[config.mk]
export PLATFORM = sky130hd
export DESIGN_NAME = column_out_flat
export DESIGN_NICKNAME = d
export VERILOG_FILES = /design/src/source/pad_pkg.sv /design/src/source/col_if.sv /design/src/source/column_out.sv /design/src/flat_wrapper.sv
export SDC_FILE = /design/constraint.sdc
export NUM_CORES = 1
export LEC_CHECK = 0
export ABC_AREA = 1
export CORE_AREA = 2 2 165 167
export DETAILED_ROUTE_END_ITERATION = 16
export DIE_AREA = 0 0 167 169
export DONT_BUFFER_PORTS = 1
export PLACE_DENSITY_LB_ADDON = 0.15
export REMOVE_ABC_BUFFERS = 1
export SYNTH_ARGS = -nofsm -noshare
export SYNTH_HDL_FRONTEND = slang
export SYNTH_SLANG_ARGS = --single-unit
[constraint.sdc]
create_clock -name dout_clk -period 10.7 [get_ports dout_clk]
set_input_delay 1.07 -clock dout_clk [delete_from_list [all_inputs] [get_ports dout_clk]]
set_output_delay 1.07 -clock dout_clk [all_outputs]
set_load 0.02 [all_outputs]
[src/source/pad_pkg.sv]
// pixel type, bank state enum and column sequencer state enum
package pad_pkg;

  typedef logic [7:0] pix_t;  // one camera pixel

  // life cycle of one ping-pong bank
  typedef enum logic [1:0] {
    FREE    = 2'd0,
    FILLING = 2'd1,
    FULL    = 2'd2,
    READING = 2'd3
  } bank_state_e;

  // pad_column_gen sequencer
  typedef enum logic [2:0] {
    IDLE      = 3'd0,
    LEFT_PAD  = 3'd1,  // all-pad column 0
    FETCH     = 3'd2,  // reading down one image column
    PUSH      = 3'd3,  // wrap and send the fetched column
    RIGHT_PAD = 3'd4   // all-pad last column
  } gen_state_e;

endpackage

[src/source/col_if.sv]
// padded column transfer and queue slot credit return
interface col_if import pad_pkg::*; #(
  parameter int IMG_H = 24
);

  pix_t [0:IMG_H+1] data;    // element 0 is the top pixel, in the MSB
  logic             push;
  logic             last;    // final column of a frame
  logic             credit;  // one queue slot freed

  modport src (
    output push,
    output data,
    output last,
    input  credit
  );

  modport dst (
    input  push,
    input  data,
    input  last,
    output credit
  );

endinterface

[src/source/column_out.sv]
// two-entry column queue with downstream credit counter
module column_out import pad_pkg::*; #(
  parameter int IMG_H       = 24,
  parameter int OUT_CREDITS = 4
) (
  input  logic                   dout_clk,
  input  logic                   rst_n,
  col_if.dst                     col,
  input  logic                   i_col_credit,
  output logic [(IMG_H+2)*8-1:0] o_col_data,
  output logic                   o_col_vld,
  output logic                   o_col_last
);

  localparam int DW = $clog2(OUT_CREDITS + 1);

  pix_t [0:IMG_H+1] q_data [2];
  logic             q_last [2];
  logic             wr_ptr;
  logic             rd_ptr;
  logic [1:0]       q_cnt;    // 0 to 2 columns held
  logic [DW-1:0]    dn_cred;  // downstream credits left
  logic             pop;

  assign o_col_vld  = (q_cnt != 2'd0) && (dn_cred != '0);
  assign pop        = o_col_vld;
  assign o_col_data = q_data[rd_ptr];
  assign o_col_last = q_last[rd_ptr] && o_col_vld;
  assign col.credit = pop;  // slot freed

  always_ff @(posedge dout_clk) begin
    if (col.push) begin
      q_data[wr_ptr] <= col.data;
      q_last[wr_ptr] <= col.last;
    end
  end

  always_ff @(posedge dout_clk or negedge rst_n) begin
    if (!rst_n) begin
      wr_ptr  <= 1'b0;
      rd_ptr  <= 1'b0;
      q_cnt   <= 2'd0;
      dn_cred <= DW'(OUT_CREDITS);
    end else begin
      if (col.push) begin
        wr_ptr <= ~wr_ptr;
      end
      if (pop) begin
        rd_ptr <= ~rd_ptr;
      end
      q_cnt   <= q_cnt + {1'b0, col.push} - {1'b0, pop};
      dn_cred <= dn_cred - DW'(pop) + DW'(i_col_credit);
    end
  end

endmodule

[src/flat_wrapper.sv]
// flat-port wrapper written by rule: the top's interface ports become plain ports
module column_out_flat import pad_pkg::*;
#(
  parameter int IMG_H       = 24,
  parameter int OUT_CREDITS = 4
)
  (dout_clk, rst_n, i_col_credit, o_col_data, o_col_vld, o_col_last, col_push, col_data, col_last, col_credit);
  col_if #(.IMG_H(IMG_H)) col_i ();
  input  logic dout_clk;
  input  logic rst_n;
  input  logic i_col_credit;
  output logic [(IMG_H+2)*8-1:0] o_col_data;
  output logic o_col_vld;
  output logic o_col_last;
  input wire logic [$bits(col_i.push)-1:0] col_push;
  input wire logic [$bits(col_i.data)-1:0] col_data;
  input wire logic [$bits(col_i.last)-1:0] col_last;
  output wire logic [$bits(col_i.credit)-1:0] col_credit;
  assign col_i.push = col_push;
  assign col_i.data = col_data;
  assign col_i.last = col_last;
  assign col_credit = col_i.credit;
  column_out #(.IMG_H(IMG_H), .OUT_CREDITS(OUT_CREDITS)) u_core (.dout_clk(dout_clk), .rst_n(rst_n), .col(col_i), .i_col_credit(i_col_credit), .o_col_data(o_col_data), .o_col_vld(o_col_vld), .o_col_last(o_col_last));
endmodule
-- Yosys cells after proc, flatten, opt, wreduce, memory -nomap -nowiden
Memory sizes are Yosys's and may differ from the RTL's.
Cells that the tools add are included.
- multiplexer cells: 2
- bitwise logic cells: 2
- reduce and logical (&&, ||, !) cells: 4
- add/sub/neg operators: 4
- operators with widths (kind ; number):
    $add 3x1->3 ; 1
    $reduce_bool 3->1 ; 1
    $sub 3x1->3 ; 1
    $add 2x1->2 ; 1
    $logic_and 1x1->1 ; 2
    $mux 1 ; 2
    $not 1->1 ; 2
    $reduce_bool 2->1 ; 1
    $sub 2x1->2 ; 1
- flip-flop bits (word level): 7
- logic and storage cells: 18
- RAM bits: 418
- memories: 2
- output and inout bits: 211
- memories (name ; depth ; bits a word ; read ports ; clocked after memory_dff ; wr ports ; line ; source):
    u_core.q_data ; 2 ; 208 ; 1 ; 0 ; 1 ; column_out.sv:17 ; pix_t [0:IMG_H+1] q_data [2];
    u_core.q_last ; 2 ; 1 ; 1 ; 0 ; 1 ; column_out.sv:18 ; logic q_last [2];

-- Longest topological paths before layout
- depth after elaboration: 4
- depth in mapped cells: 8
- depth with buffers taken out: 8

-- Worst setup path after synthesis
OpenSTA, ideal clock, no wires.
- kind: input-to-reg
- start point: in col_push
- end point: mem u_core.q_data[0][0] in the netlist's numbering, enable pin
- arrival time: 9.843 ns
- stages on the path: 2
- setup slack: 0.069 ns
- required time: 9.912 ns
- setup time: 0.788 ns
- cell sequence: inv_1 -> nor2_1
- cells in the longest elaborated chain, start to end: 2
- RTL lines (element ; line ; source):
    start, declared ; flat_wrapper.sv:15 ; input wire logic [$bits(col_i.push)-1:0] col_push;
    $mux 1 ; column_out.sv:32 ; if (col.push) begin
    $mux 1 (implied by the code) ; column_out.sv:33 ; q_data[wr_ptr] <= col.data;
    end, declared ; column_out.sv:17 ;
No other way between the ends.

-- Final worst setup path
- start point: reg u_core.rd_ptr
- end point: out o_col_data[44]
- cells in the longest elaborated chain, start to end: 1
- RTL lines (element ; line ; source):
    start, declared ; column_out.sv:20 ; logic rd_ptr;
    start signal, assigned ; column_out.sv:49 ; rd_ptr <= ~rd_ptr;
    $mem_v2 2x208 ; - ;
    end, declared ; flat_wrapper.sv:12 ; output logic [(IMG_H+2)*8-1:0] o_col_data;
No other way between the ends.

==> run_results.csv <==
group,metric,value,unit
status,status,"completed",
die,die_w,167,um
clocking,cts_root_buf,"clkbuf_16",
clocking,cts_buffers,42,
placement,place_area,15800,um^2
clocking,path_clk_slew,0.06,ns
synth,syn_area_per_cell,13.8,um^2
synth,synthTopCellsByArea,"edfxtp_1 (81%), nand2_1 (15%), buf_2 (1.1%)",
clocking,ctsHoldBuffers,0,
worst_hold_path,hp-class,"in -> async",
sta,slew_headroom,0.281,
critical_path,crit_arrival,3.20,ns
synth,ys.warnings.count,0,
critical_path,critPathMaxStageDelay,0.90,ns
synth,synth_top_family_by_area,"simple AND/OR/NAND/NOR gates",
synth,synthTopCellsByCount,"nand2_1 (632), edfxtp_1 (418), buf_2 (35)",
die,die_y,169,um
die,core,26500,um^2
routing,viasPerCell,5.39,
finish,antenna_cells,0,
synth,netlist.top_cell.by_area,"edfxtp_1",
synth,synthArstFlopShare,0.0165,
clocking,cts_num_sinks,425,
die,start_util,0.588,
routing,via_count,8111,
sta,tightest_slew,1.08,ns
placement,io_buffers,0,
critical_path,startpoint_type,"flop",
sta,finalCriticalPeriod,4.27,ns
clocking,post_cts_buffers,0,
finish,nFillCells,1861,
sta,hold_ws,0.240,ns
synth,synth-simple-area-share,0.153,
finish,syn_to_final_growth,9.19,%
power,p_leak,6.59,nW
finish,postLayoutCellArea,17000,um^2
flow_run,cap_viol_max_count,0,
critical_path,cp_data_required_time,9.63,ns
die,die_area,28200,um^2
routing,ant_nets,0,
clocking,cts_tree,"yes",
grt,grt_antenna_before_repair,0,
synth,synthMuxAreaShare,0,
sta,fin_tns_setup,0,ns
power,ir_worst_vdd,0.205,mV
synth,synth-seq-cells,425,
clocking,cts_buffer_depth,3,
grt,grt_usage,0.216,
sta,setup_violations,0,
synth,synth_top_area_share,0.806,
synth,ys_types,17,
critical_path,reg2reg_slack,7.85,ns
clocking,cts.htree.levels,2,
power,p_per_area,306,nW/um^2
placement,dp_cells,1430,
sta,fin_skew,0.0115,ns
sta,finalWorstSetupSlack,6.43,ns
routing,routed_wl,31600,um
grt,grt_max_degree,133,
sta,rsz0062_at_grt,"false",
grt,grt_overflow_total,0,
clocking,cts_resized,0,
critical_path,worstSetupPathType,"reg -> out",
sta,finalMaxSlewViolations,0,
synth,synth_edf_count,418,
critical_path,crit_chain,"inv_6, buf_4, nand2_1, nand2_1",
synth,yosysSeqAreaShare,0.818,
placement,dp_slack,6.97,ns
critical_path,cp_common_cell,"nand2_1",
critical_path,cp_slowest_cell,"buf_4",
sta,post-route-period-util,0.399,
sta,hold_viol,0,
routing,drt_iter0_drc,720,
critical_path,cp_max_fo,118,
placement,gp_congestion,0.749,
die,io_pins,424,
routing,wl_per_cell,21.0,um
synth,synthFlopType,"edfxtp_1",
synth,yosysMostFrequentCell,"nand2_1",
grt,grt_pass1_wl,46000,um
grt,grt_pass1_vias,7907,
finish,instances_no_fill,1505,
die,std_cell_rows,60,
synth,syn-cell-area,15600,um^2
synth,synthCells,1129,
critical_path,crit_path_end_kind,"output port",
critical_path,timing.critical_path.buf_inv,2,
finish,final_nets,1349,
routing,drt_first_pass_iters,5,
placement,hpwlAfterDp,19900,um
sta,fmax,0.234,GHz
clocking,clk-insertion-delay-late,0.52,ns
synth,synth-xor-area-share,0.00281,
routing,drc,0,
finish,drive_above_1_share,0.0541,
synth,synth_fa_ha_area_frac,0.00289,
critical_path,cp_top_family,"buffers and inverters",
synth,synth_compound_gate_area_share,0.00121,
final cells by class:
cell class | instances | area, um^2 | area share
Timing Repair Buffer | 7 | 52.6 | 0.00309
Sequential cell | 425 | 12700 | 0.749
Clock inverter | 19 | 109 | 0.00640
Multi-Input combinational cell | 647 | 2500 | 0.147
Inverter | 10 | 50.0 | 0.00294
Tap cell | 341 | 427 | 0.0251
Clock buffer | 56 | 1120 | 0.0662
sequential cells by signal, indices dropped and copies added, names as in the netlist:
| signal | flops |
|---|---|
| u_core.dn_cred | 3 |
| u_core.q_cnt | 2 |
| u_core.q_data | 416 |
| u_core.q_last | 2 |
| u_core.rd_ptr | 1 |
| u_core.wr_ptr | 1 |
cells in the final DEF (no fill, tap or decap), drive strengths merged:
cell	instances
nand2	632
edfxtp	418
clkbuf	56
clkinv	17
inv	11
buf	7
dfrtp	6
xor2	3
nand3	2
xnor2	2
ha	2
nor2	2
o21ai	2
a21oi	1
fa	1
bufinv	1
dfstp	1
final timing paths:
path	start	endpoint	cells after the start
min	rst_n	u_core.dn_cred[1]$_DFF_PN0_	0
max reg2reg	u_core.wr_ptr$_DFFE_PN0P_	u_core.q_data[0][87]$_DFFE_PP_	3
min reg2reg	u_core.wr_ptr$_DFFE_PN0P_	u_core.wr_ptr$_DFFE_PN0P_	1
max in group asynchronous	rst_n	u_core.dn_cred[2]$_DFF_PN1_	0
min in group dout_clk	u_core.wr_ptr$_DFFE_PN0P_	u_core.wr_ptr$_DFFE_PN0P_	1
max	u_core.rd_ptr$_DFFE_PN0P_	o_col_data[44]	4
worst reg2reg max path, stage by stage, from the launching register on:
cell and delay (ns):
dfrtp_1 0.43, nor2_4 0.53, buf_4 0.53, buf_4 0.88
metrics by stage:
step	util	power, mW
final	0.642	5.20
after global routing	0.642	5.46
after CTS	0.642	5.25
after detailed placement	0.595	3.93
after global placement	0.595	3.91
after floorplan	-	3.72
report_power, final:
group | internal [mW] | total (mW) | switching, mW
Sequential | 2.22 | 2.31 | 0.0881
Combinational | 0.228 | 1.57 | 1.34
Clock | 0.760 | 1.33 | 0.566
routing by layer:
metal  track usage  wire length, um  vias to the layer above
met5             0                0                        -
met4        0.0990             1340                        0
met3         0.112             4090                       76
met2         0.351            15600                      383
met1         0.235            10600                     3838
li1              -                -                     3814
logic make-up after synthesis:
kind of cell	after synthesis
adders and majority gates	3
xor gates and xnor gates	5
buffers and inverters	57
and+or+nand+nor	636
AOI/OAI and AO/OA	3
DFF	425
No activity file was read; power rests on OpenSTA's default activity.
