File: src/source/pad_pkg.sv
// pixel type, bank state enum and column sequencer state enum
package pad_pkg;

  typedef logic [7:0] pix_t;  // one camera pixel

  // life cycle of one ping-pong bank
  typedef enum logic [1:0] {
    FREE    = 2'd0,
    FILLING = 2'd1,
    FULL    = 2'd2,
    READING = 2'd3
  } bank_state_e;

  // pad_column_gen sequencer
  typedef enum logic [2:0] {
    IDLE      = 3'd0,
    LEFT_PAD  = 3'd1,  // all-pad column 0
    FETCH     = 3'd2,  // reading down one image column
    PUSH      = 3'd3,  // wrap and send the fetched column
    RIGHT_PAD = 3'd4   // all-pad last column
  } gen_state_e;

endpackage

File: src/source/buf_rd_if.sv
// bank read port and bank credit return between frame store and column sequencer
interface buf_rd_if import pad_pkg::*; #(
  parameter int IMG_H = 24,
  parameter int IMG_W = 32
);

  localparam int AW = $clog2(IMG_H * IMG_W);

  logic [1:0]    full_mask;  // one bit per bank, full or being read
  logic          rd_en;
  logic          rd_bank;
  logic [AW-1:0] rd_addr;    // row * IMG_W + column
  pix_t          rd_data;    // one cycle after rd_en
  logic          rel;        // bank release pulse
  logic          rel_bank;

  modport wr (
    output full_mask,
    output rd_data,
    input  rd_en,
    input  rd_bank,
    input  rd_addr,
    input  rel,
    input  rel_bank
  );

  modport rd (
    input  full_mask,
    input  rd_data,
    output rd_en,
    output rd_bank,
    output rd_addr,
    output rel,
    output rel_bank
  );

endinterface

File: src/source/col_if.sv
// padded column transfer and queue slot credit return
interface col_if import pad_pkg::*; #(
  parameter int IMG_H = 24
);

  pix_t [0:IMG_H+1] data;    // element 0 is the top pixel, in the MSB
  logic             push;
  logic             last;    // final column of a frame
  logic             credit;  // one queue slot freed

  modport src (
    output push,
    output data,
    output last,
    input  credit
  );

  modport dst (
    input  push,
    input  data,
    input  last,
    output credit
  );

endinterface

File: src/source/pad_column_gen.sv
// column sequencer with bank pick, column reads, pad wrapping and slot credit tracking
module pad_column_gen import pad_pkg::*; #(
  parameter int IMG_H = 24,
  parameter int IMG_W = 32
) (
  input  logic dout_clk,
  input  logic rst_n,
  input  pix_t i_pad_value,
  buf_rd_if.rd rd,
  col_if.src   col
);

  localparam int AW = $clog2(IMG_H * IMG_W);
  localparam int RW = $clog2(IMG_H);
  localparam int CW = $clog2(IMG_W);

  gen_state_e       state;
  logic             cur_bank;   // bank being read
  pix_t             pad_q;      // pad value for the current frame
  logic [RW-1:0]    row_cnt;    // read row within the column
  logic [CW-1:0]    col_cnt;    // image column
  logic [1:0]       slot_cred;  // free entries in column_out
  logic             rd_vld;     // rd_data holds a fresh pixel
  logic             rel_q;
  pix_t [0:IMG_H-2] col_buf;    // all but the bottom pixel
  logic             can_push;
  logic             last_read;

  assign can_push  = (slot_cred != 2'd0);
  assign last_read = (state == FETCH) && (row_cnt == RW'(IMG_H - 1)) &&
                     (col_cnt == CW'(IMG_W - 1));

  assign rd.rd_en    = (state == FETCH);
  assign rd.rd_bank  = cur_bank;
  assign rd.rd_addr  = AW'(row_cnt * IMG_W + col_cnt);  // walk down the column
  assign rd.rel      = rel_q;
  assign rd.rel_bank = cur_bank;

  assign col.push = can_push &&
                    (state == LEFT_PAD || state == PUSH || state == RIGHT_PAD);
  assign col.last = (state == RIGHT_PAD);

  // bottom pixel comes straight from the read register
  always_comb begin
    if (state == PUSH) begin
      col.data = {pad_q, col_buf, rd.rd_data, pad_q};
    end else begin
      col.data = {(IMG_H + 2){pad_q}};
    end
  end

  always_ff @(posedge dout_clk) begin
    if (state == IDLE && rd.full_mask != 2'b00) begin
      pad_q <= i_pad_value;  // once per frame
    end
    if (rd_vld && state == FETCH) begin
      col_buf <= {col_buf[1:IMG_H-2], rd.rd_data};  // shift up, top first
    end
  end

  always_ff @(posedge dout_clk or negedge rst_n) begin
    if (!rst_n) begin
      state     <= IDLE;
      cur_bank  <= 1'b0;
      row_cnt   <= '0;
      col_cnt   <= '0;
      slot_cred <= 2'd2;
      rd_vld    <= 1'b0;
      rel_q     <= 1'b0;
    end else begin
      rd_vld    <= rd.rd_en;
      rel_q     <= last_read;  // bank done after the final read
      slot_cred <= slot_cred - {1'b0, col.push} + {1'b0, col.credit};
      case (state)
        IDLE: begin
          if (rd.full_mask != 2'b00) begin
            cur_bank <= ~rd.full_mask[0];  // lower bank wins
            col_cnt  <= '0;
            state    <= LEFT_PAD;
          end
        end
        LEFT_PAD: begin
          if (can_push) begin
            row_cnt <= '0;
            state   <= FETCH;
          end
        end
        FETCH: begin
          row_cnt <= row_cnt + 1'b1;
          if (row_cnt == RW'(IMG_H - 1)) begin
            state <= PUSH;
          end
        end
        PUSH: begin
          if (can_push) begin
            row_cnt <= '0;
            if (col_cnt == CW'(IMG_W - 1)) begin
              state <= RIGHT_PAD;
            end else begin
              col_cnt <= col_cnt + 1'b1;
              state   <= FETCH;
            end
          end
        end
        RIGHT_PAD: begin
          if (can_push) begin
            state <= IDLE;
          end
        end
        default: begin
          state <= IDLE;
        end
      endcase
    end
  end

endmodule

File: src/flat_wrapper.sv
// flat-port wrapper written by rule: the top's interface ports become plain ports
module pad_column_gen_flat import pad_pkg::*;
#(
  parameter int IMG_H = 24,
  parameter int IMG_W = 32
)
  (dout_clk, rst_n, i_pad_value, rd_full_mask, rd_rd_data, rd_rd_en, rd_rd_bank, rd_rd_addr, rd_rel, rd_rel_bank, col_push, col_data, col_last, col_credit);
  buf_rd_if #(.IMG_H(IMG_H), .IMG_W(IMG_W)) rd_i ();
  col_if #(.IMG_H(IMG_H)) col_i ();
  input  logic dout_clk;
  input  logic rst_n;
  input  pix_t i_pad_value;
  input wire logic [$bits(rd_i.full_mask)-1:0] rd_full_mask;
  input wire logic [$bits(rd_i.rd_data)-1:0] rd_rd_data;
  output wire logic [$bits(rd_i.rd_en)-1:0] rd_rd_en;
  output wire logic [$bits(rd_i.rd_bank)-1:0] rd_rd_bank;
  output wire logic [$bits(rd_i.rd_addr)-1:0] rd_rd_addr;
  output wire logic [$bits(rd_i.rel)-1:0] rd_rel;
  output wire logic [$bits(rd_i.rel_bank)-1:0] rd_rel_bank;
  output wire logic [$bits(col_i.push)-1:0] col_push;
  output wire logic [$bits(col_i.data)-1:0] col_data;
  output wire logic [$bits(col_i.last)-1:0] col_last;
  input wire logic [$bits(col_i.credit)-1:0] col_credit;
  assign rd_i.full_mask = rd_full_mask;
  assign rd_i.rd_data = rd_rd_data;
  assign rd_rd_en = rd_i.rd_en;
  assign rd_rd_bank = rd_i.rd_bank;
  assign rd_rd_addr = rd_i.rd_addr;
  assign rd_rel = rd_i.rel;
  assign rd_rel_bank = rd_i.rel_bank;
  assign col_push = col_i.push;
  assign col_data = col_i.data;
  assign col_last = col_i.last;
  assign col_i.credit = col_credit;
  pad_column_gen #(.IMG_H(IMG_H), .IMG_W(IMG_W)) u_core (.dout_clk(dout_clk), .rst_n(rst_n), .i_pad_value(i_pad_value), .rd(rd_i), .col(col_i));
endmodule
File: config.mk
export PLATFORM = sky130hd
export DESIGN_NAME = pad_column_gen_flat
export DESIGN_NICKNAME = d
export VERILOG_FILES = /design/src/source/pad_pkg.sv /design/src/source/buf_rd_if.sv /design/src/source/col_if.sv /design/src/source/pad_column_gen.sv /design/src/flat_wrapper.sv
export SDC_FILE = /design/constraint.sdc
export NUM_CORES = 1
export LEC_CHECK = 0
export BUFFER_PORTS_ARGS = -buffer_cell sky130_fd_sc_hd__buf_2
export CORE_UTILIZATION = 40
export CTS_BUF_LIST = sky130_fd_sc_hd__clkbuf_2
export CTS_CLUSTER_DIAMETER = 120
export DETAILED_ROUTE_END_ITERATION = 16
export MAX_ROUTING_LAYER = met4
export PLACE_DENSITY = 0.67
export SLEW_MARGIN = 20
export SYNTH_ARGS = -nofsm -noshare
export SYNTH_HDL_FRONTEND = slang
export SYNTH_SLANG_ARGS = --single-unit
File: constraint.sdc
create_clock -name dout_clk -period 5.92 [get_ports dout_clk]
set_input_delay 0 -clock dout_clk [delete_from_list [all_inputs] [get_ports dout_clk]]
set_output_delay 0 -clock dout_clk [all_outputs]
set_load 0.05 [all_outputs]
### After elaboration in Yosys (flattened, before gate mapping)

Index checks and enable logic that the tools add are counted.

* equality and inequality tests: 13
* $add $sub $neg: 5
* reduce and logical (&&, ||, !) cells: 17
* bitwise logic cells: 1
* muxes and demuxes: 14

Operators with widths (number)
* $mux 200: 1
* $mux 5: 4
* $pmux 5 s2: 2
* $mux 3: 6
* $pmux 3 s5: 1
* $add 10x5->10: 1
* $add 5x1->5 const B: 2
* $eq 5x5->1 const B: 2
* $ne 2x1->1 const B: 4
* $reduce_bool 2->1: 4
* $eq 3x2->1 const B: 2
* $ne 2x2->1 const B: 3
* $logic_and 1x1->1: 5
* $reduce_and 5->1: 1
* $reduce_and 2->1: 2
* $reduce_and 4->1: 1
* $eq 3x1->1 const B: 1
* $eq 3x3->1 const B: 1
* $logic_not 3->1: 1
* $add 2x1->2: 1
* $logic_or 1x1->1: 2
* $reduce_or 2->1: 1
* $sub 2x1->2: 1
* $not 1->1: 1

* flip-flop bits (word level): 210
* input bits: 21

### Longest topological paths before layout

Gate-level depths: netlist of run 1.

* depth in word-level cells: 6
* depth in mapped cells: 9

### Worst setup path after synthesis of run 1

OpenSTA, ideal clock, no wires.

* path type: register to register
* start: reg u_core.state[1]
* end: reg u_core.col_buf[0] (netlist bit), enable pin
* period minus slack after synthesis: 5.875 ns
* path buffers: 1
* cell stages (with the launch flop): 5
* data arrival time: 5.308 ns
* slack: 0.045 ns
* required time: 5.353 ns
* cell sequence: dfrtp_1 > buf_6 > or3b_4 > clkinv_2 > and2_1

* longest elaborated chain between the ends: 2

Ends and longest elaborated chain
* start, declared: line pad_column_gen.sv:17 `gen_state_e state;`
* start signal, assigned: line pad_column_gen.sv:63 `state <= IDLE;`
* start signal, assigned: line pad_column_gen.sv:79 `state <= LEFT_PAD;`
* start signal, assigned: line pad_column_gen.sv:85 `state <= FETCH;`
* $eq 3x2->1
* via rd_rd_en: line flat_wrapper.sv:15 `output wire logic [$bits(rd_i.rd_en)-1:0] rd_rd_en;`
* $logic_and 1x1->1: line pad_column_gen.sv:56 `if (rd_vld && state == FETCH) begin`
* end signal, assigned: line pad_column_gen.sv:57 `col_buf <= {col_buf[1:IMG_H-2], rd.rd_data};`
* end, declared: line pad_column_gen.sv:25 `pix_t [0:IMG_H-2] col_buf;`

The timed path passes the listed nets, and every way through them passes these cells.
A chain may end at the register's enable or synchronous reset.

### Worst setup path in the final report of run 1

* start: reg u_core.state[0]
* end: out col_data[163]

* longest elaborated chain between the ends: 2

Ends and longest elaborated chain
* $eq 3x2->1: line pad_column_gen.sv:45 `if (state == PUSH) begin`
* $mux 200: line pad_column_gen.sv:45
* end, declared: line flat_wrapper.sv:21 `output wire logic [$bits(col_i.data)-1:0] col_data;`

Every way passes these cells.

==> results of run 1 <==
[synthesized netlist by cell type (2+ instances only)]
cell type / number
dfrtp_1: 17
inv_1: 7
xor2_1: 2
xnor2_1: 2
ha_1: 5
and3_1: 4
a21oi_1: 6
nand4_1: 4
nand2b_1: 2
mux2i_1: 2
edfxtp_1: 192
o21ai_0: 2
buf_2: 33
buf_4: 15
a21o_1: 192
nand3_1: 3
nand2_1: 9
a21bo_2: 2
nor3_1: 3
nor2_1: 8
nor2b_1: 8
mux2_2: 2
or2_2: 2
o22ai_1: 3
clkbuf_1: 8
[cell usage in the layout (no fill, tap or decap), types with 3 or more instances in the layout]
| cell | n |
|---|---|
| a21o_1 | 192 |
| a21oi_1 | 6 |
| and3_1 | 4 |
| buf_2 | 244 |
| clkbuf_2 | 88 |
| clkinv_1 | 3 |
| dfrtp_1 | 17 |
| dlygate4sd3_1 | 40 |
| edfxtp_1 | 192 |
| ha_1 | 5 |
| inv_1 | 7 |
| nand2_1 | 9 |
| nand3_1 | 3 |
| nand4_1 | 4 |
| nor2_1 | 8 |
| nor2b_4 | 6 |
| nor3_1 | 3 |
| o22ai_1 | 3 |
[tightest hold or removal path, stage by stage]
cell and delay (ps):
dlygate4sd3_1 510, buf_2 100, or2_2 150, a221o_1 150, nand2_1 50
[final cells by class]
cell class | count | area (µm²)
clock buffer | 88 | 440
clock inverter | 4 | 16.3
fill | 1825 | 10200
inverter | 8 | 31.3
multi-input combinational | 273 | 2030
sequential | 210 | 6220
tap | 275 | 344
timing repair buffer | 288 | 1680
[sequential cells by signal, indices dropped and copies added, names as in the netlist]
signal             count
u_core.col_buf       184
u_core.slot_cred       2
u_core.rd_vld          1
u_core.row_cnt         5
u_core.rd.rd_bank      1
u_core.rd.rel          1
u_core.col_cnt         5
u_core.state           3
u_core.pad_q           8
[per-stage QoR]
| step | cells | util (%) | hold slack [ps] | instance area, µm² |
|---|---|---|---|---|
| floorplan | 549 | - | -296 | 8550 |
| global placement | 1013 | 47.0 | -42.7 | 9850 |
| detailed placement | 1013 | 47.0 | -39.1 | 9860 |
| CTS | 1145 | 51.1 | 116 | 10700 |
| global route | 1146 | 51.4 | 205 | 10800 |
| finish | 1146 | 51.4 | 230 | 10800 |
[path summary, 6_finish.rpt]
path,startpoint,to,slack [ps],depth (start not counted)
worst max-delay path,u_core.state[0]$_DFFE_PN0P_,col_data[163],2550,6
worst min-delay path,rd_full_mask[1],u_core.col_cnt[2]$_DFFE_PN0P_,230,5
worst max register to register,u_core.state[2]$_DFFE_PN0P_,u_core.col_buf[84]$_DFFE_PP_,3380,4
worst min register to register,u_core.col_buf[23]$_DFFE_PP_,u_core.col_buf[31]$_DFFE_PP_,430,0
max in group asynchronous,rst_n,u_core.col_cnt[4]$_DFFE_PN0P_,4980,3
min in group asynchronous,rst_n,u_core.row_cnt[0]$_DFFE_PN0P_,400,3
[per-layer routing]
layer / GRT usage, % / up-vias / wire length [µm]
met1: 23.2 / 2673 / 8920
met3: 5.09 / 26 / 1540
met5: - / - / 0
met4: 5.46 / 0 / 238
li1: - / 2658 / -
met2: 24.5 / 245 / 8380
[kinds of logic after synthesis]
logic type	Yosys count	synth area share (%)
compound gates	210	18.3
flops	210	72.7
buf+inv	66	4.16
simple gates	50	3.21
fa+ha+maj	5	0.732
xor+xnor	4	0.410
mux	4	0.498
==> impl_metrics.yaml, run 1 <==
status:
  status: "finished, final reports clean"
routing:
  drc_errors: 0
  ant_nets: 0
  first_iter_violations: 293
  avgViaCountPerCell: 4.89
  first_pass_iters: 5
  routedWlPerCell_um: 16.6
  vias: 5602
  wl_um: 19100
timing:
  finalSetupViolCount: 0
  tns_ps: 0
  worst_pin_slew_ps: 1090
  min_period_over_period_pct: 56.9
  fin_ws_ps: 2550
  period_needed_ps: 3370
  clock.fmax_ghz: 0.297
  rsz0062_at_grt: "false"
  maxSlewHeadroom_pct: 27.2
  clock_skew_ps: 46.8
  slew_viol_final: 0
  hold_violations: 0
setup_path:
  cp_cell_sequence: "nand2_1 > nor2_4 > buf_4 > nor2b_2 > a21o_1 > buf_2"
  worst-path-buf-inv: 2
  crit_type: "flip-flop to primary output"
  crit_required_ps: 5920
  worstPathMaxFanout: 92
  crit_path_top_delay_cell: "buf_4"
  crit_path_max_incr_delay_ps: 750
  cp.arrival_ps: 3370
  cp-start-kind: "flip-flop"
  timing.critical_path.max_delay_family: "buffers and inverters"
  end_kind: "primary output"
place:
  dp_hpwl_um: 11300
  globalplace.congestion: 0.798
  port_buffers: 244
  place_ws_ps: 3290
synthesis:
  synth.distinct_cells: 41
  syn_avg_cell_area_um2: 15.6
  netlist_top_cells_area: "edfxtp_1 67%, a21o_1 17%, dfrtp_1 5.0%, buf_2 1.9%, buf_4 1.3%"
  syn_inst: 549
  synth.top_cell.area_share_pct: 67.4
  async_flop_share_pct: 8.57
  synth_edf_count: 192
  synth_seq_cells: 210
  yosys.area.top_type: "edfxtp_1"
  yosys_warnings: 0
  syn_nets: 575
  synth_top_flop_cell: "edfxtp_1"
  yosysSeqAreaShare_pct: 72.7
  syn_area_mm2: 0.00855
global_route:
  grtUsageTotal_pct: 17.1
  antenna_found_initial: 0
  grt_max_degree: 185
  grt_pass1_wl_um: 28700
  grt_pass1_vias: 5468
  overflow: 0
floorplan:
  dieArea_mm2: 0.0220
  fp-row-count: 53
  core_area_mm2: 0.0210
  initial_core_util_pct: 40.8
  chipWidth_um: 148
  ioPinCount: 245
  die_y_um: 148
cts:
  cts-resized-gates: 0
  clk_pin_slew_ps: 90
  cts_tree: "done"
  cts_buffers: 54
  cts_setup_buffers: 0
  clockBufferDepth: 3
  clk_latency_ps: 760
  htreeDepth: 2
  cts_hold_buf: 40
  root_buffer: "clkbuf_2"
  cts_sinks: 210
cells_and_area:
  drive_gt1_share_pct: 41.0
  areaGrowthSynthToFinish_pct: 26.0
  nNetsFinal: 861
  diodes: 0
flow_run:
  maxCapViolations: 0
worst_hold_path:
  min_path_type: "input pin to flip-flop"
Power of run 1 is left out: the tool's default activity adds up to more than one toggle a clock period on the data nets, which glitch-free logic cannot reach.
==> run 2, diff against run 1 <==
--- a/config.mk
+++ b/config.mk
@@ -5,6 +5,7 @@
 export SDC_FILE = /design/constraint.sdc
 export NUM_CORES = 1
 export LEC_CHECK = 0
+export ABC_AREA = 1
 export BUFFER_PORTS_ARGS = -buffer_cell sky130_fd_sc_hd__buf_2
 export CORE_UTILIZATION = 40
 export CTS_BUF_LIST = sky130_fd_sc_hd__clkbuf_2
==> constraint.sdc (replaced) <==
create_clock -name dout_clk -period 2.9 [get_ports dout_clk]
set_input_delay 0 -clock dout_clk [delete_from_list [all_inputs] [get_ports dout_clk]]
set_output_delay 0 -clock dout_clk [all_outputs]
set_load 0.05 [all_outputs]
==> run 2 against run 1 <==
  * Critical path depth is 1 lower
  * Clock skew is 18 ps higher
  * Clock-buffer cell count is 4 lower
  * Flip-flop and latch count stayed put
  * Global-route usage is 2.0 points higher
  * Via count is 15% higher
==> impl_metrics.yaml, run 2 <==
cts:
  cts_sinks: 210
  htreeDepth: 2
  cts_buffers: 55
  clk_pin_slew_ps: 100
  clockBufferDepth: 3
  root_buffer: "clkbuf_2"
  cts_tree: "done"
  clk_latency_ps: 800
setup_path:
  worstPathMaxFanout: 24
  crit_required_ps: 2900
  cp.arrival_ps: 2630
  end_kind: "primary output"
  cp-start-kind: "flip-flop"
  crit_type: "flip-flop to primary output"
global_route:
  overflow: 0
  grt_pass1_vias: 6250
  grt_max_degree: 113
  grtUsageTotal_pct: 19.1
  grt_pass1_wl_um: 31900
  antenna_found_initial: 1
synthesis:
  yosys.area.top_type: "edfxtp_1"
  synth.distinct_cells: 25
  synth_seq_cells: 210
  synth_top_flop_cell: "edfxtp_1"
  syn_nets: 788
  syn_area_mm2: 0.00856
  netlist_top_cells_area: "edfxtp_1 67%, nand2_1 19%, dfrtp_1 5.0%, buf_4 2.4%, buf_2 1.2%"
  syn_inst: 762
  syn_avg_cell_area_um2: 11.2
  synth.top_cell.area_share_pct: 67.3
  synth.most_common_cell: "nand2_1"
  async_flop_share_pct: 8.57
  synth_edf_count: 192
  yosys_warnings: 0
  yosysSeqAreaShare_pct: 72.6
  synthTopCellsByCount: "427 x nand2_1, 192 x edfxtp_1, 27 x buf_4"
timing:
  min_period_over_period_pct: 90.6
  hold_violations: 0
  hold_ws_ps: 300
  fin_ws_ps: 273
  clock.fmax_ghz: 0.381
  finalSetupViolCount: 0
  period_needed_ps: 2630
  maxSlewHeadroom_pct: 41.2
  worst_pin_slew_ps: 878
  clock_skew_ps: 65.2
  tns_ps: 0
  slew_viol_final: 0
  rsz0062_at_grt: "true"
pwr:
  vdd_ir_drop_max_mv: 0.672
  p_per_area_mw_per_mm2: 1210
  power.leakage_nw: 5.12
  power_mw: 13.1
place:
  dp.cells: 1241
  port_buffers: 244
  dp_hpwl_um: 13100
  place_ws_ps: 988
  globalplace.congestion: 0.797
routing:
  ant_nets: 0
  vias: 6453
  first_pass_iters: 5
  avgViaCountPerCell: 4.67
  wl_um: 20500
  routedWlPerCell_um: 14.9
  first_iter_violations: 433
  drc_errors: 0
floorplan:
  chipWidth_um: 148
  core_area_mm2: 0.0210
  ioPinCount: 245
  initial_core_util_pct: 40.7
  fp-row-count: 53
  die_y_um: 148
  dieArea_mm2: 0.0220
cells_and_area:
  largestRegisters: "u_core.col_buf x184, u_core.pad_q x8"
  top_register: "u_core.col_buf"
  num-fill-cells: 1853
  finalNonFillerCells: 1382
  areaGrowthSynthToFinish_pct: 26.8
  largest_register_ffs: 184
  drive_gt1_share_pct: 32.1
  nNetsFinal: 1089
  most-common-layout-cells: "426 x nand2_1, 244 x buf_2, 192 x edfxtp_1, 84 x clkbuf_2, 40 x dlygate4sd3_1"
  mostFrequentLayoutCell: "nand2_1"
worst_hold_path:
  min_path_type: "input pin to flip-flop"
flow_run:
  maxCapViolations: 0
status:
  status: "finished, final reports clean"
[run 2: cell count changes after synthesis, moves of 3 or more]
cell / change
nand2_1: +418
a21o_1: -192
buf_2: -13
buf_4: +12
inv_1: +10
clkbuf_1: -8
nor2b_1: -8
nand2_2: +6
nand3_1: +5
nor2_1: +5
and3_1: -4
a21oi_1: -3
[run 2: power breakdown]
| group | leakage [nW] | internal [mW] | switching [mW] | total [mW] |
|---|---|---|---|---|
| clock network | 0.392 | 0.856 | 1.20 | 2.05 |
| registers | 2.17 | 5.56 | 0.786 | 6.34 |
| logic | 2.55 | 0.872 | 3.87 | 4.74 |
[run 2: metrics by stage]
stage	instance area, µm²	utilization, %
3_5_place_dp	9930	47.3
2_1_floorplan	8590	-
5_1_grt	10900	51.7
4_1_cts	10800	51.6
6_report	10900	51.7
3_3_place_gp	9930	47.3
[run 2: critical path: stages (launching register included)]
cell,delay [ps]
dfrtp_1,490
nand3_2,190
buf_4,300
nand2_2,390
nand2_1,210
buf_2,290
[run 2: layer usage]
metal	track usage (%)	part of all wire [%]	up-vias
li1	-	-	3129
met1	25.8	46	3019
met2	28.1	44	279
met3	5.00	7.7	26
met4	6.08	1.4	0
met5	-	0	-
[run 2: cells by family after synthesis]
family	Yosys count	share of synthesized area, %
DFF	210	72.6
and+or+nand+nor	469	21.4
AOI/OAI and AO/OA	9	0.584
buffers and inverters	67	4.50
xor gates and xnor gates	2	0.205
adders and majority gates	5	0.730
[run 2: final cells by class]
cell class	instances	area, µm²	share of cell area [%]
Sequential cell	210	6220	57.2
Tap cell	275	344	3.17
Clock buffer	84	420	3.87
Antenna cell	1	2.50	0.0230
Timing Repair Buffer	292	1720	15.9
Clock inverter	16	87.6	0.806
Inverter	19	83.8	0.772
Multi-Input combinational cell	485	1980	18.2
[run 2: repair_timing]
| action | CTS | global route |
|---|---|---|
| gates resized for setup | 0 | 4 |
| hold buffers | 40 | 0 |
| hold endpoints to repair | 51 | 0 |
| endpoints found under the setup margin | 0 | 99 |
| setup buffers | 0 | 0 |
[run 2: worst paths after layout]
check,end,slack [ps],cells past startpoint,start
max in group asynchronous,u_core.col_cnt[1]$_DFFE_PN0P_,1910,3,rst_n
min,u_core.state[1]$_DFFE_PN0P_,300,7,rd_full_mask[1]
min in group asynchronous,u_core.rd.rd_bank$_DFFE_PN0P_,440,3,rst_n
max,col_data[46],270,5,u_core.state[0]$_DFFE_PN0P_
min reg2reg,u_core.col_buf[14]$_DFFE_PP_,420,0,u_core.col_buf[6]$_DFFE_PP_
max reg2reg,u_core.slot_cred[1]$_DFF_PN1_,910,8,u_core.state[0]$_DFFE_PN0P_
(Power assumes the default switching activity.)
